## src/source/memPkg.sv

```systemverilog
package memPkg;

  // Storage geometry
  localparam int memDepth = 128;
  localparam int wordBits = 8;

  // Address wide enough for every word
  typedef logic [$clog2(memDepth)-1:0] memAddr;

  // One stored byte
  typedef logic [wordBits-1:0] memWord;

endpackage

```

## src/source/spiPkg.sv

```systemverilog
package spiPkg;

  // Frame layout, MSB first
  localparam int addrBits  = 7;   // Bits 1 to 7
  localparam int frameBits = 16;  // Address, flag, data byte

  // Count runs 0..16, then parks one above the frame length
  localparam int countWidth = 5;

  // Controller states, in frame order
  typedef enum logic [2:0] {
    idle,         // Chip select high
    address,      // Collecting address bits
    rwFlag,       // Waiting for bit 8
    readLoad,     // Waiting for the fall after rise 8
    readShift,    // Driving data bits out on miso
    writeData,    // Collecting data bits from mosi
    writeCommit,  // Single memory write cycle
    done          // Rest of frame ignored
  } spiState;

endpackage
```

## src/source/spiCtrlIf.sv

```systemverilog
`timescale 1ns/1ps

// Steering strobes from the frame FSM to the datapath
interface spiCtrlIf;

  logic addrLatch;   // Capture address from shift register
  logic srLoad;      // Parallel load of read word
  logic shiftOutEn;  // Falls shift data toward miso
  logic memWrite;    // Store shift register contents
  logic misoEnable;  // Slave owns miso

  // FSM side
  modport ctrl (
    output addrLatch,
    output srLoad,
    output shiftOutEn,
    output memWrite,
    output misoEnable
  );

  // Shift register, memory and top-level pin
  modport datapath (
    input addrLatch,
    input srLoad,
    input shiftOutEn,
    input memWrite,
    input misoEnable
  );

endinterface

```

## src/source/spiMemoryTop.sv

```systemverilog
`timescale 1ns/1ps

module spiMemoryTop (
  input  logic clk,
  input  logic reset,
  input  logic sclk,
  input  logic csN,
  input  logic mosi,
  output logic miso,
  output logic misoEnable
);

  logic sclkRise;
  logic sclkFall;
  logic csActive;
  logic mosiSync;

  logic [spiPkg::countWidth-1:0] bitCount;
  memPkg::memWord                shiftValue;  // Also carries the address bits
  memPkg::memWord                readWord;

  spiCtrlIf ctrlBus ();

  // Pins into the clk domain
  spiInputSync spiInputSync_inst (
    .clk      (clk),
    .reset    (reset),
    .sclk     (sclk),
    .csN      (csN),
    .mosi     (mosi),
    .sclkRise (sclkRise),
    .sclkFall (sclkFall),
    .csActive (csActive),
    .mosiSync (mosiSync)
  );

  bitCounter bitCounter_inst (
    .clk      (clk),
    .reset    (reset),
    .sclkRise (sclkRise),
    .csActive (csActive),
    .bitCount (bitCount)
  );

  spiFsm spiFsm_inst (
    .clk      (clk),
    .reset    (reset),
    .csActive (csActive),
    .sclkRise (sclkRise),
    .sclkFall (sclkFall),
    .bitCount (bitCount),
    .flagBit  (shiftValue[0]),  // R/W flag after rise 8
    .ctrl     (ctrlBus.ctrl)
  );

  shiftRegister shiftRegister_inst (
    .clk        (clk),
    .reset      (reset),
    .sclkRise   (sclkRise),
    .sclkFall   (sclkFall),
    .mosiSync   (mosiSync),
    .ctrl       (ctrlBus.datapath),
    .loadWord   (readWord),
    .shiftValue (shiftValue),
    .miso       (miso)
  );

  dataMemory dataMemory_inst (
    .clk        (clk),
    .reset      (reset),
    .ctrl       (ctrlBus.datapath),
    .shiftValue (shiftValue),
    .readWord   (readWord)
  );

  assign misoEnable = ctrlBus.misoEnable;  // Pad enable

endmodule

```

## src/source/spiFsm.sv

```systemverilog
`timescale 1ns/1ps

module spiFsm (
  input  logic                          clk,
  input  logic                          reset,
  input  logic                          csActive,
  input  logic                          sclkRise,
  input  logic                          sclkFall,
  input  logic [spiPkg::countWidth-1:0] bitCount,
  input  logic                          flagBit,   // LSB of shift register
  spiCtrlIf.ctrl                        ctrl
);

  spiPkg::spiState state;
  spiPkg::spiState nextState;

  logic addrDone;   // Count reached 7
  logic flagDone;   // Count reached 8
  logic frameDone;  // Count reached 16

  assign addrDone  = bitCount == spiPkg::countWidth'(spiPkg::addrBits);
  assign flagDone  = bitCount == spiPkg::countWidth'(spiPkg::addrBits + 1);
  assign frameDone = bitCount == spiPkg::countWidth'(spiPkg::frameBits);

  always_ff @(posedge clk) begin
    if (reset) begin
      state <= spiPkg::idle;
    end else begin
      state <= nextState;
    end
  end

  always_comb begin
    nextState = state;
    case (state)
      spiPkg::idle: begin
        if (csActive) nextState = spiPkg::address;
      end
      spiPkg::address: begin
        if (addrDone) nextState = spiPkg::rwFlag;  // Latch fires this cycle
      end
      spiPkg::rwFlag: begin
        // Flag bit is already in the LSB when the count shows 8
        if (flagDone) begin
          nextState = flagBit ? spiPkg::readLoad : spiPkg::writeData;
        end
      end
      spiPkg::readLoad: begin
        if (sclkFall) begin
          nextState = spiPkg::readShift;
        end else if (sclkRise) begin
          nextState = spiPkg::done;  // Missed the fall, give up on this frame
        end
      end
      spiPkg::readShift: begin
        if (sclkFall && frameDone) nextState = spiPkg::done;  // Fall after rise 16
      end
      spiPkg::writeData: begin
        if (frameDone) nextState = spiPkg::writeCommit;
      end
      spiPkg::writeCommit: nextState = spiPkg::done;
      spiPkg::done: nextState = spiPkg::done;  // Park until deselect
      default: nextState = spiPkg::idle;
    endcase

    // Early deselect aborts any frame, write included
    if (!csActive) nextState = spiPkg::idle;
  end

  // Strobes decoded straight from state
  assign ctrl.addrLatch  = (state == spiPkg::address) && addrDone;
  assign ctrl.srLoad     = (state == spiPkg::readLoad) && sclkFall;
  assign ctrl.shiftOutEn = state == spiPkg::readShift;
  assign ctrl.memWrite   = state == spiPkg::writeCommit;  // One cycle after count 16

  // Output enable comes up with the load and drops on deselect at once
  assign ctrl.misoEnable = csActive && (ctrl.srLoad || state == spiPkg::readShift);

  // Double write would repeat the store with the same data
  writeOneCycle: assert property (
    @(posedge clk) disable iff (reset)
    ctrl.memWrite |=> !ctrl.memWrite
  ) else $error("memWrite longer than one cycle");

  // Read and write paths are exclusive within a frame
  writeNotDriving: assert property (
    @(posedge clk) disable iff (reset)
    !(ctrl.memWrite && ctrl.misoEnable)
  ) else $error("memWrite while miso is driven");

endmodule

```

## src/source/dataMemory.sv

```systemverilog
`timescale 1ns/1ps

module dataMemory (
  input  logic           clk,
  input  logic           reset,
  spiCtrlIf.datapath     ctrl,
  input  memPkg::memWord shiftValue,
  output memPkg::memWord readWord
);

  memPkg::memWord storage [memPkg::memDepth];
  memPkg::memAddr addrReg;  // Held for the rest of the frame

  // Address latch
  always_ff @(posedge clk) begin
    if (reset) begin
      addrReg <= '0;
    end else if (ctrl.addrLatch) begin
      addrReg <= shiftValue[$bits(memPkg::memAddr)-1:0];  // Low 7 bits
    end
  end

  // Storage array, no reset
  always_ff @(posedge clk) begin
    if (ctrl.memWrite) begin
      storage[addrReg] <= shiftValue;
    end
  end

  assign readWord = storage[addrReg];  // Async read feeds srLoad

  // A write in the latch cycle would use the previous frame's address
  latchBeforeWrite: assert property (
    @(posedge clk) disable iff (reset)
    !(ctrl.memWrite && ctrl.addrLatch)
  ) else $error("memWrite together with addrLatch");

endmodule

```

## src/source/shiftRegister.sv

```systemverilog
`timescale 1ns/1ps

module shiftRegister (
  input  logic            clk,
  input  logic            reset,
  input  logic            sclkRise,
  input  logic            sclkFall,
  input  logic            mosiSync,
  spiCtrlIf.datapath      ctrl,
  input  memPkg::memWord  loadWord,
  output memPkg::memWord  shiftValue,
  output logic            miso
);

  memPkg::memWord shiftData;

  // Rises sample mosi while receiving.
  // Once the FSM hands over miso, falls move the word out instead.
  always_ff @(posedge clk) begin
    if (reset) begin
      shiftData <= '0;
    end else if (ctrl.srLoad) begin
      shiftData <= loadWord;  // Takes the place of the fall shift
    end else if (ctrl.shiftOutEn) begin
      if (sclkFall) begin
        shiftData <= {shiftData[memPkg::wordBits-2:0], 1'b0};
      end
    end else if (sclkRise) begin
      shiftData <= {shiftData[memPkg::wordBits-2:0], mosiSync};  // New bit at LSB
    end
  end

  assign shiftValue = shiftData;
  assign miso       = shiftData[memPkg::wordBits-1];  // MSB first

endmodule

```

## src/source/bitCounter.sv

```systemverilog
`timescale 1ns/1ps

module bitCounter (
  input  logic                          clk,
  input  logic                          reset,
  input  logic                          sclkRise,
  input  logic                          csActive,
  output logic [spiPkg::countWidth-1:0] bitCount
);

  always_ff @(posedge clk) begin
    if (reset) begin
      bitCount <= '0;
    end else if (!csActive) begin
      bitCount <= '0;  // New frame starts from zero
    // Parks one past the last frame bit
    end else if (sclkRise && bitCount != spiPkg::countWidth'(spiPkg::frameBits + 1)) begin
      bitCount <= bitCount + 1'b1;
    end
  end

  // Extra clocks past bit 16 must not wrap the count back into the frame
  countSaturates: assert property (
    @(posedge clk) disable iff (reset)
    bitCount <= spiPkg::countWidth'(spiPkg::frameBits + 1)
  ) else $error("bitCount above saturation value");

endmodule

```

## src/source/spiInputSync.sv

```systemverilog
`timescale 1ns/1ps

module spiInputSync (
  input  logic clk,
  input  logic reset,
  input  logic sclk,
  input  logic csN,
  input  logic mosi,
  output logic sclkRise,
  output logic sclkFall,
  output logic csActive,
  output logic mosiSync
);

  logic [1:0] sclkMeta;  // Index 1 is the settled stage
  logic [1:0] csNMeta;
  logic [1:0] mosiMeta;
  logic       sclkPrev;  // Settled sclk one cycle back

  // Two flops per pin, reset to bus idle levels
  always_ff @(posedge clk) begin
    if (reset) begin
      sclkMeta <= 2'b00;  // Mode 0 idles low
      csNMeta  <= 2'b11;  // Deselected
      mosiMeta <= 2'b00;
      sclkPrev <= 1'b0;
    end else begin
      sclkMeta <= {sclkMeta[0], sclk};
      csNMeta  <= {csNMeta[0], csN};
      mosiMeta <= {mosiMeta[0], mosi};
      sclkPrev <= sclkMeta[1];
    end
  end

  // Edge pulses last exactly one clk cycle
  assign sclkRise = sclkMeta[1] & ~sclkPrev;
  assign sclkFall = ~sclkMeta[1] & sclkPrev;

  assign csActive = ~csNMeta[1];  // Active-high inside the design
  assign mosiSync = mosiMeta[1];

endmodule

```

## config.mk

```make
export PLATFORM = sky130hd
export DESIGN_NAME = spiMemoryTop
export DESIGN_NICKNAME = d
export VERILOG_FILES = /design/src/source/memPkg.sv /design/src/source/spiPkg.sv /design/src/source/spiCtrlIf.sv /design/src/source/spiMemoryTop.sv /design/src/source/spiFsm.sv /design/src/source/dataMemory.sv /design/src/source/shiftRegister.sv /design/src/source/bitCounter.sv /design/src/source/spiInputSync.sv
export SDC_FILE = /design/constraint.sdc
export NUM_CORES = 1
export LEC_CHECK = 0
export BUFFER_PORTS_ARGS = -buffer_cell sky130_fd_sc_hd__buf_2
export CAP_MARGIN = 20
export CORE_ASPECT_RATIO = 1.25
export CORE_MARGIN = 4
export CORE_UTILIZATION = 60
export DETAILED_ROUTE_END_ITERATION = 8
export PLACE_DENSITY = 0.77
export SLEW_MARGIN = 10
export SYNTH_ARGS = -nofsm -noshare
export SYNTH_HDL_FRONTEND = slang
export SYNTH_SLANG_ARGS = --single-unit
```

## constraint.sdc

```tcl
create_clock -name clk -period 3.5 [get_ports clk]
set_input_delay 0.35 -clock clk [delete_from_list [all_inputs] [get_ports clk]]
set_output_delay 0.35 -clock clk [all_outputs]
set_load 0.01 [all_outputs]
```

==> metrics.md, run 1 <==
| Metric | Value |
|---|---|
| DP Cell Count | `about 3.1k` |
| Die area | `73,800 um2` |
| Netlist Area Pre-Place | `41,700 um2` |
| # diodes | `0` |
| Syn Nets | `2,106` |
| Worst Path Required | `4040 ps` |
| Core ar. | `68,500 um2` |
| Post-route DRC | `0` |
| Final Hold Viols | `0` |
| Layout Nets | `2,251` |
| RR Endpoint | `shiftRegister_inst.shiftValue[0]` |
| Max Cap Violations | `0` |
| Starting Density | `about three fifths` |
| HP Class | `in2reg` |
| P&R area growth vs syn | `11.7%` |
| Async SR Flop Fraction | `0%` |
| Hold_buf cts | `3` |
| Psw | `0.00451 W` |
| Internal Power | `0.0196 W` |
| Vias per cell | `6.72` |
| PwrDens | `516 nW/um2` |
| Clk slew on worst S/H paths | `60 ps` |
| Clk_skew | `13.7 ps` |
| Area leader, netlist | `edfxtp_1` |
| CTS resizes | `0` |
| Total track usage | `between 20 and 30%` |
| Crit path to | `shiftRegister_inst.shiftValue[0]` |
| Final Non-Filler Cells | `about 3.2k` |
| Measured slew at the worst slew-check pin | `between 1000 and 1500 ps` |
| Synth Instances | `roughly 2.1k` |
| Period minus WS final | `3050 ps` |
| Most common cell after layout, fill and taps aside | `edfxtp_1` |
| Library cells used by synthesis | `64` |
| CP cell instances | `buf_12 > buf_4 > or3_1 > a41oi_1 > a2111oi_0 > a211oi_1 > o31ai_1` |
| Crit path launch type | `flop` |
| Register bit count reported by yosys | `1,061` |
| R2R cell count | `7` |
| CTS sink cnt | `1,061` |
| Drt total wl | `99,900 um` |
| Die width | `244 um` |
| Hpwl dp | `about 61,000 um` |
| Global-route wire length before repair | `148,000 um` |
| GRT overflow | `0` |
| Synth Flop Type | `edfxtp_1` |
| Wirelength per Cell | `a little over 30 um` |
| Ranking of synthesized cells by area | `edfxtp_1, mux4_2, mux2i_1` |
| Iter 0 DRT Violations | `roughly 2.7k` |
| Initial antenna violation count | `0` |
| Outcome | `finished clean` |
| Peak VDD IR | `0.000451 V` |
| Final total power | `0.0241 W` |
| CP top delay family | `compound AO/OA/AOI/OAI gates` |
| CP max FO | `26` |
| Post-route ant nets | `0` |
| WP depth | `7` |
| Die height | `just over 300 um` |
| Share of layout cells above drive strength 1 | `approximately 23%` |
| Cell leakage power | `14.5 nW` |
| Final worst path period share | `87.0%` |
| Number of flops mapped to enable cells by yosys | `1,024` |
| Bufs on Longest Clock Path | `3` |
| # IOs | `7` |
| RSZ-0062 raised after global routing | `false` |
| Reg2Reg Setup Slack | `~450 ps` |
| Synth warnings | `0` |
| Total CTS buffers | `95` |
| Worst-Skew Late Latency | `between 600 and 700 ps` |
| DR vias | `21.8k` |
| Post-CTS Setup Inserts | `0` |
| Syn avg cell area | `19.9 um2` |
| Max Slew Vio Count | `0` |
| Placer congestion estimate | `0.895` |
| H-tree Lvls | `3` |
| Drt pass-1 iters | `5` |
| CTS tree | `done` |
| CP arrival | `~3600 ps` |
| Num rows | `107` |
| Share of the synthesized area in the top cell type | `73.7%` |
| Setup violations, final | `0` |
| CTS root buffer | `clkbuf_16` |
| Largest net degree at the start of global routing | `100` |
| Commonest non-fill, non-tap cells in the layout | `edfxtp_1, mux4_2, nor2_1` |
| Clock network power share | `42.7%` |
| Critical Path End Type | `flop` |
| Combinational power share | `0.2%` |
| Rel. slew slack | `8.03%` |
| Buf/Inv on CP | `2` |
| TNS Setup | `0 ps` |
| Seq pwr share | `between 50% and 60%` |
| Max incr delay on CP | `1060 ps` |
| Critical path type | `reg2reg` |
| Port buffer count | `6` |
| Switching share of power | `18.7%` |
| Critical Path Slowest Stage Cell | `a2111oi_0` |
| Seq/Total Area, Yosys | `75.5%` |
| Vias in the first global route | `22.4k` |
| Fmax | `roughly 330 MHz` |
[area by class of cell]
class                           instances  area, um2
Sequential cell                      1061      31500
Fill cell                            4166      21900
Multi-Input combinational cell        908       9410
Clock buffer                          120       2510
Timing Repair Buffer                  167       1450
Tap cell                              926       1160
Clock inverter                         54        510
Inverter                               10       37.5
[state kept, by name (all words and copies together) (netlist names), named ones only]
signal                         count
bitCounter_inst.bitCount           5
dataMemory_inst.storage         1024
spiInputSync_inst.sclkPrev         1
spiInputSync_inst.mosiMeta         2
spiInputSync_inst.csNMeta          2
dataMemory_inst.addrReg            7
spiInputSync_inst.sclkMeta         2
spiFsm_inst.state                  3
shiftRegister_inst.shiftValue      8
[tightest hold or removal path, cell delays in order]
cell and delay, ps:
buf_2 130, buf_4 230, nor2b_1 130
[cell families after synthesis]
| family | count (synthesis) | synth area share (%) |
|---|---|---|
| adders and majority gates | 3 | 0.0900 |
| xor gates and xnor gates | 4 | 0.0840 |
| muxes | 362 | 15.2 |
| buffers and inverters | 129 | 1.96 |
| AOI/OAI and AO/OA | 189 | 3.27 |
| and+or+nand+nor | 350 | 3.90 |
| DFF | 1061 | 75.5 |
[worst min path at each step]
stage                                 start                             to  slack [ps]  cells past startpoint
3_5_place_dp   spiInputSync_inst.csNMeta[0]   spiInputSync_inst.csNMeta[1]         410                      1
5_1_grt                               reset  spiInputSync_inst.mosiMeta[0]         260                      3
3_3_place_gp   spiInputSync_inst.csNMeta[0]   spiInputSync_inst.csNMeta[1]         410                      1
2_1_floorplan  spiInputSync_inst.csNMeta[0]   spiInputSync_inst.csNMeta[1]         390                      1
4_1_cts                               reset  spiInputSync_inst.sclkMeta[1]         200                      3
6_report                              reset  spiInputSync_inst.mosiMeta[0]         240                      3
[stage by stage]
| stage | util, % | setup WS (ps) | instance area [um2] | hold WS, ps |
|---|---|---|---|---|
| CTS | 68.0 | 610 | 46600 | 204 |
| global route | 68.0 | 392 | 46600 | 257 |
| finish | 68.0 | 455 | 46600 | 245 |
| global placement | 63.5 | 656 | 43600 | 415 |
| detailed placement | 63.5 | 634 | 43600 | 413 |
| floorplan | - | 969 | 41700 | 389 |
[per-layer routing]
| layer | wire, um | global-route usage (%) | up-vias |
|---|---|---|---|
| li1 | - | - | 8937 |
| met1 | 34700 | 34.9 | 11244 |
| met2 | 50200 | 45.7 | 1302 |
| met3 | 9040 | 5.30 | 326 |
| met4 | 5920 | 13.8 | 0 |
| met5 | 0 | 0 | - |
[synth_stat cells (22+ instances only)]
cell type / number
edfxtp_1: 1024
nand2_1: 60
a21oi_1: 38
o221ai_1: 36
buf_2: 30
clkbuf_1: 42
nor2_1: 160
nor2b_1: 22
o22ai_1: 31
mux2i_1: 140
dfxtp_1: 37
mux4_2: 190
[power groups by stage]
stage | Combinational (W) | Sequential [W] | Clock (W)
after detailed placement | 0.0000374 | 0.0140 | 0
after floorplan | 0.0000187 | 0.0140 | 0
after global placement | 0.0000352 | 0.0140 | 0
after global routing | 0.0000440 | 0.0137 | 0.0109
after CTS | 0.0000403 | 0.0138 | 0.0104
final | 0.0000415 | 0.0138 | 0.0103
No activity file was read; power rests on OpenSTA's default activity.
==> run 2, diff against run 1 <==
--- a/config.mk
+++ b/config.mk
@@ -7,11 +7,13 @@
 export LEC_CHECK = 0
 export BUFFER_PORTS_ARGS = -buffer_cell sky130_fd_sc_hd__buf_2
 export CAP_MARGIN = 20
+export CELL_PAD_IN_SITES_DETAIL_PLACEMENT = 1
+export CELL_PAD_IN_SITES_GLOBAL_PLACEMENT = 1
 export CORE_ASPECT_RATIO = 1.25
 export CORE_MARGIN = 4
-export CORE_UTILIZATION = 60
+export CORE_UTILIZATION = 56
 export DETAILED_ROUTE_END_ITERATION = 8
-export PLACE_DENSITY = 0.77
+export PLACE_DENSITY = 0.8
 export SLEW_MARGIN = 10
 export SYNTH_ARGS = -nofsm -noshare
 export SYNTH_HDL_FRONTEND = slang
==> metrics.md, run 2 (synthesis results as in run 1) <==
| Metric | Value |
|---|---|
| Outcome | `complete, but fails checks` |
| Failing checks | `negative setup slack` |
| Layout Nets | `2,289 (+1.7%)` |
| Peak VDD IR | `0.000562 V (+25%)` |
| Largest net degree at the start of global routing | `106 (+6.0%)` |
| H-tree Lvls | `3 (unchanged)` |
| HP Class | `in2reg` |
| Drt total wl | `116,000 um (+16%)` |
| Largest register by flop count | `dataMemory_inst.storage` |
| Vias in the first global route | `24.0k (+7.5%)` |
| Wirelength per Cell | `35.0 um (+14%)` |
| Die width | `252 um (+3.4%)` |
| Placed cell area | `43,800 um2 (+0.60%)` |
| Max Cap Violations | `0 (unchanged)` |
| Max FFs per register | `1,024 (unchanged)` |
| Clk_skew | `36.2 ps (+22.5 ps)` |
| Switching share of power | `19.6% (+0.86 points)` |
| Cell leakage power | `14.8 nW (+2.0%)` |
| Initial antenna violation count | `3 (+3)` |
| Post-route ant nets | `0 (unchanged)` |
| Starting Density | `56.7% (-4.2 points)` |
| Commonest non-fill, non-tap cells in the layout | `edfxtp_1, mux4_2, buf_4` |
| Die height | `313 um (+3.4%)` |
| Post-CTS Setup Inserts | `0 (unchanged)` |
| Final total power | `0.0246 W (+2.0%)` |
| CP arrival | `4140 ps (+560 ps)` |
| Pre-CTS setup slack | `105 ps (-529 ps)` |
| GRT overflow | `0 (unchanged)` |
| Rel. slew slack | `21.6% (+14 points)` |
| Num rows | `111 (+3.7%)` |
| Period minus WS final | `3530 ps (+484 ps)` |
| CTS sink cnt | `1,061 (unchanged)` |
| CP max FO | `43 (+65%)` |
| Hpwl dp | `71,000 um (+16%)` |
| Die area | `78,900 um2 (+6.9%)` |
| Most common cell after layout, fill and taps aside | `edfxtp_1` |
| Measured slew at the worst slew-check pin | `1150 ps (-198 ps)` |
| Total CTS buffers | `99 (+4.2%)` |
| CTS tree | `done` |
| Placer congestion estimate | `0.849 (-5.2%)` |
| Iter 0 DRT Violations | `2,899 (+8.0%)` |
| Critical Path End Type | `flop` |
| Critical path type | `reg2reg` |
| Drt pass-1 iters | `6 (+1)` |
| Final worst path period share | `101% (+14 points)` |
| Port buffer count | `6 (unchanged)` |
| Combinational power share | `0.2% (about the same)` |
| Design area | `47,100 um2 (+1.1%)` |
| Max Slew Vio Count | `0 (unchanged)` |
| Clock network power share | `43.8% (+1.1 points)` |
| Final Worst Setup Slack | `-28.9 ps (-484 ps)` |
| Share of layout cells above drive strength 1 | `24.1% (+1.6 points)` |
| Seq pwr share | `56.0% (-1.1 points)` |
| Clk slew on worst S/H paths | `70 ps (about the same)` |
| Post-route DRC | `0 (unchanged)` |
| Core ar. | `73,600 um2 (+7.4%)` |
| Crit path launch type | `flop` |
| Setup violations, final | `1 (+1)` |
| Psw | `0.00481 W (+6.7%)` |
| Fmax | `283 MHz (-14%)` |
| CTS root buffer | `clkbuf_16` |
| Bufs on Longest Clock Path | `3 (unchanged)` |
| PwrDens | `521 nW/um2 (+0.86%)` |
| Final Hold Slack | `158 ps (-87.0 ps)` |
| Total track usage | `29.9% (+2.5 points)` |
| # IOs | `7 (unchanged)` |
| RSZ-0062 raised after global routing | `false` |
| DR vias | `22.5k (+3.2%)` |
| Worst Path Required | `4110 ps (+70 ps)` |
| Vias per cell | `6.77 (+0.77%)` |
| Final Hold Viols | `0 (unchanged)` |
| Worst-Skew Late Latency | `700 ps (+60 ps)` |
| P&R area growth vs syn | `13.0%` |
| Global-route wire length before repair | `171,000 um (+15%)` |
| Internal Power | `0.0197 W (+0.94%)` |
-- run 2: cell count changes in the layout (fill, tap and decap cells not counted), moves of 3 or more --
| cell | delta |
|---|---|
| bufinv_16 | -3 |
| buf_16 | +3 |
| clkbuf_1 | -3 |
| clkbuf_8 | +4 |
| clkbuf_16 | +6 |
| buf_4 | +32 |
-- run 2: area by class of cell --
cell class              count  area, um2
fillers                  6058      26500
repair buffers            201       1750
clock buffers             127       2710
diodes                      1       2.50
multi-input cells         908       9420
clock inverters            56        490
flip-flops and latches   1061      31500
inverters                  10       37.5
well taps                 960       1200
-- run 2: worst max-delay path, cell delays in order, from the launching register on --
cell and delay (ps):
dfxtp_4 780, buf_12 380, mux2i_1 140, o221ai_1 410, a21oi_1 290, nor4_1 880
nand4_1 270, o22ai_1 230
-- run 2: worst paths after layout --
path | from | end | slack (ps) | cells past startpoint
setup reg to reg | flop | shiftRegister_inst.shiftValue[2] | -30 | 7
hold reg to reg | spiInputSync_inst.csNMeta[0] | spiInputSync_inst.csNMeta[1] | 450 | 1
setup / recovery | flop | shiftRegister_inst.shiftValue[2] | -30 | 7
hold / removal | reset | spiInputSync_inst.sclkMeta[1] | 160 | 2
-- run 2: power by group through the flow --
stage          clock network (W)   logic, W  registers [W]
6_report                  0.0108  0.0000555         0.0137
5_1_grt                   0.0115  0.0000585         0.0137
4_1_cts                   0.0109  0.0000537         0.0137
3_5_place_dp                   0  0.0000499         0.0140
3_3_place_gp                   0  0.0000440         0.0140
2_1_floorplan                  0  0.0000187         0.0140
-- run 2: layer usage --
metal / vias up / GRT usage [%] / wire length, um
li1: 9004 / - / -
met2: 1353 / 49.6 / 58600
met4: 4 / 14.8 / 6560
met3: 370 / 5.03 / 9540
met5: - / 0 / 23
met1: 11775 / 38.8 / 41600
-- run 2: per-stage QoR --
step,std cells,setup TNS (ps),util [%]
6_report,3324,-28.9,64.0
5_1_grt,3323,0,64.0
4_1_cts,3320,0,63.9
3_5_place_dp,3134,0,59.5
3_3_place_gp,3134,0,59.5
2_1_floorplan,2098,0,-
-- run 2: what timing repair did --
| item | 4_1_cts | 5_1_grt |
|---|---|---|
| hold buffers | 3 | 0 |
| gates resized for setup | 0 | 2 |
| endpoints found under the hold margin | 3 | 0 |
| endpoints found under the setup margin | 0 | 1 |
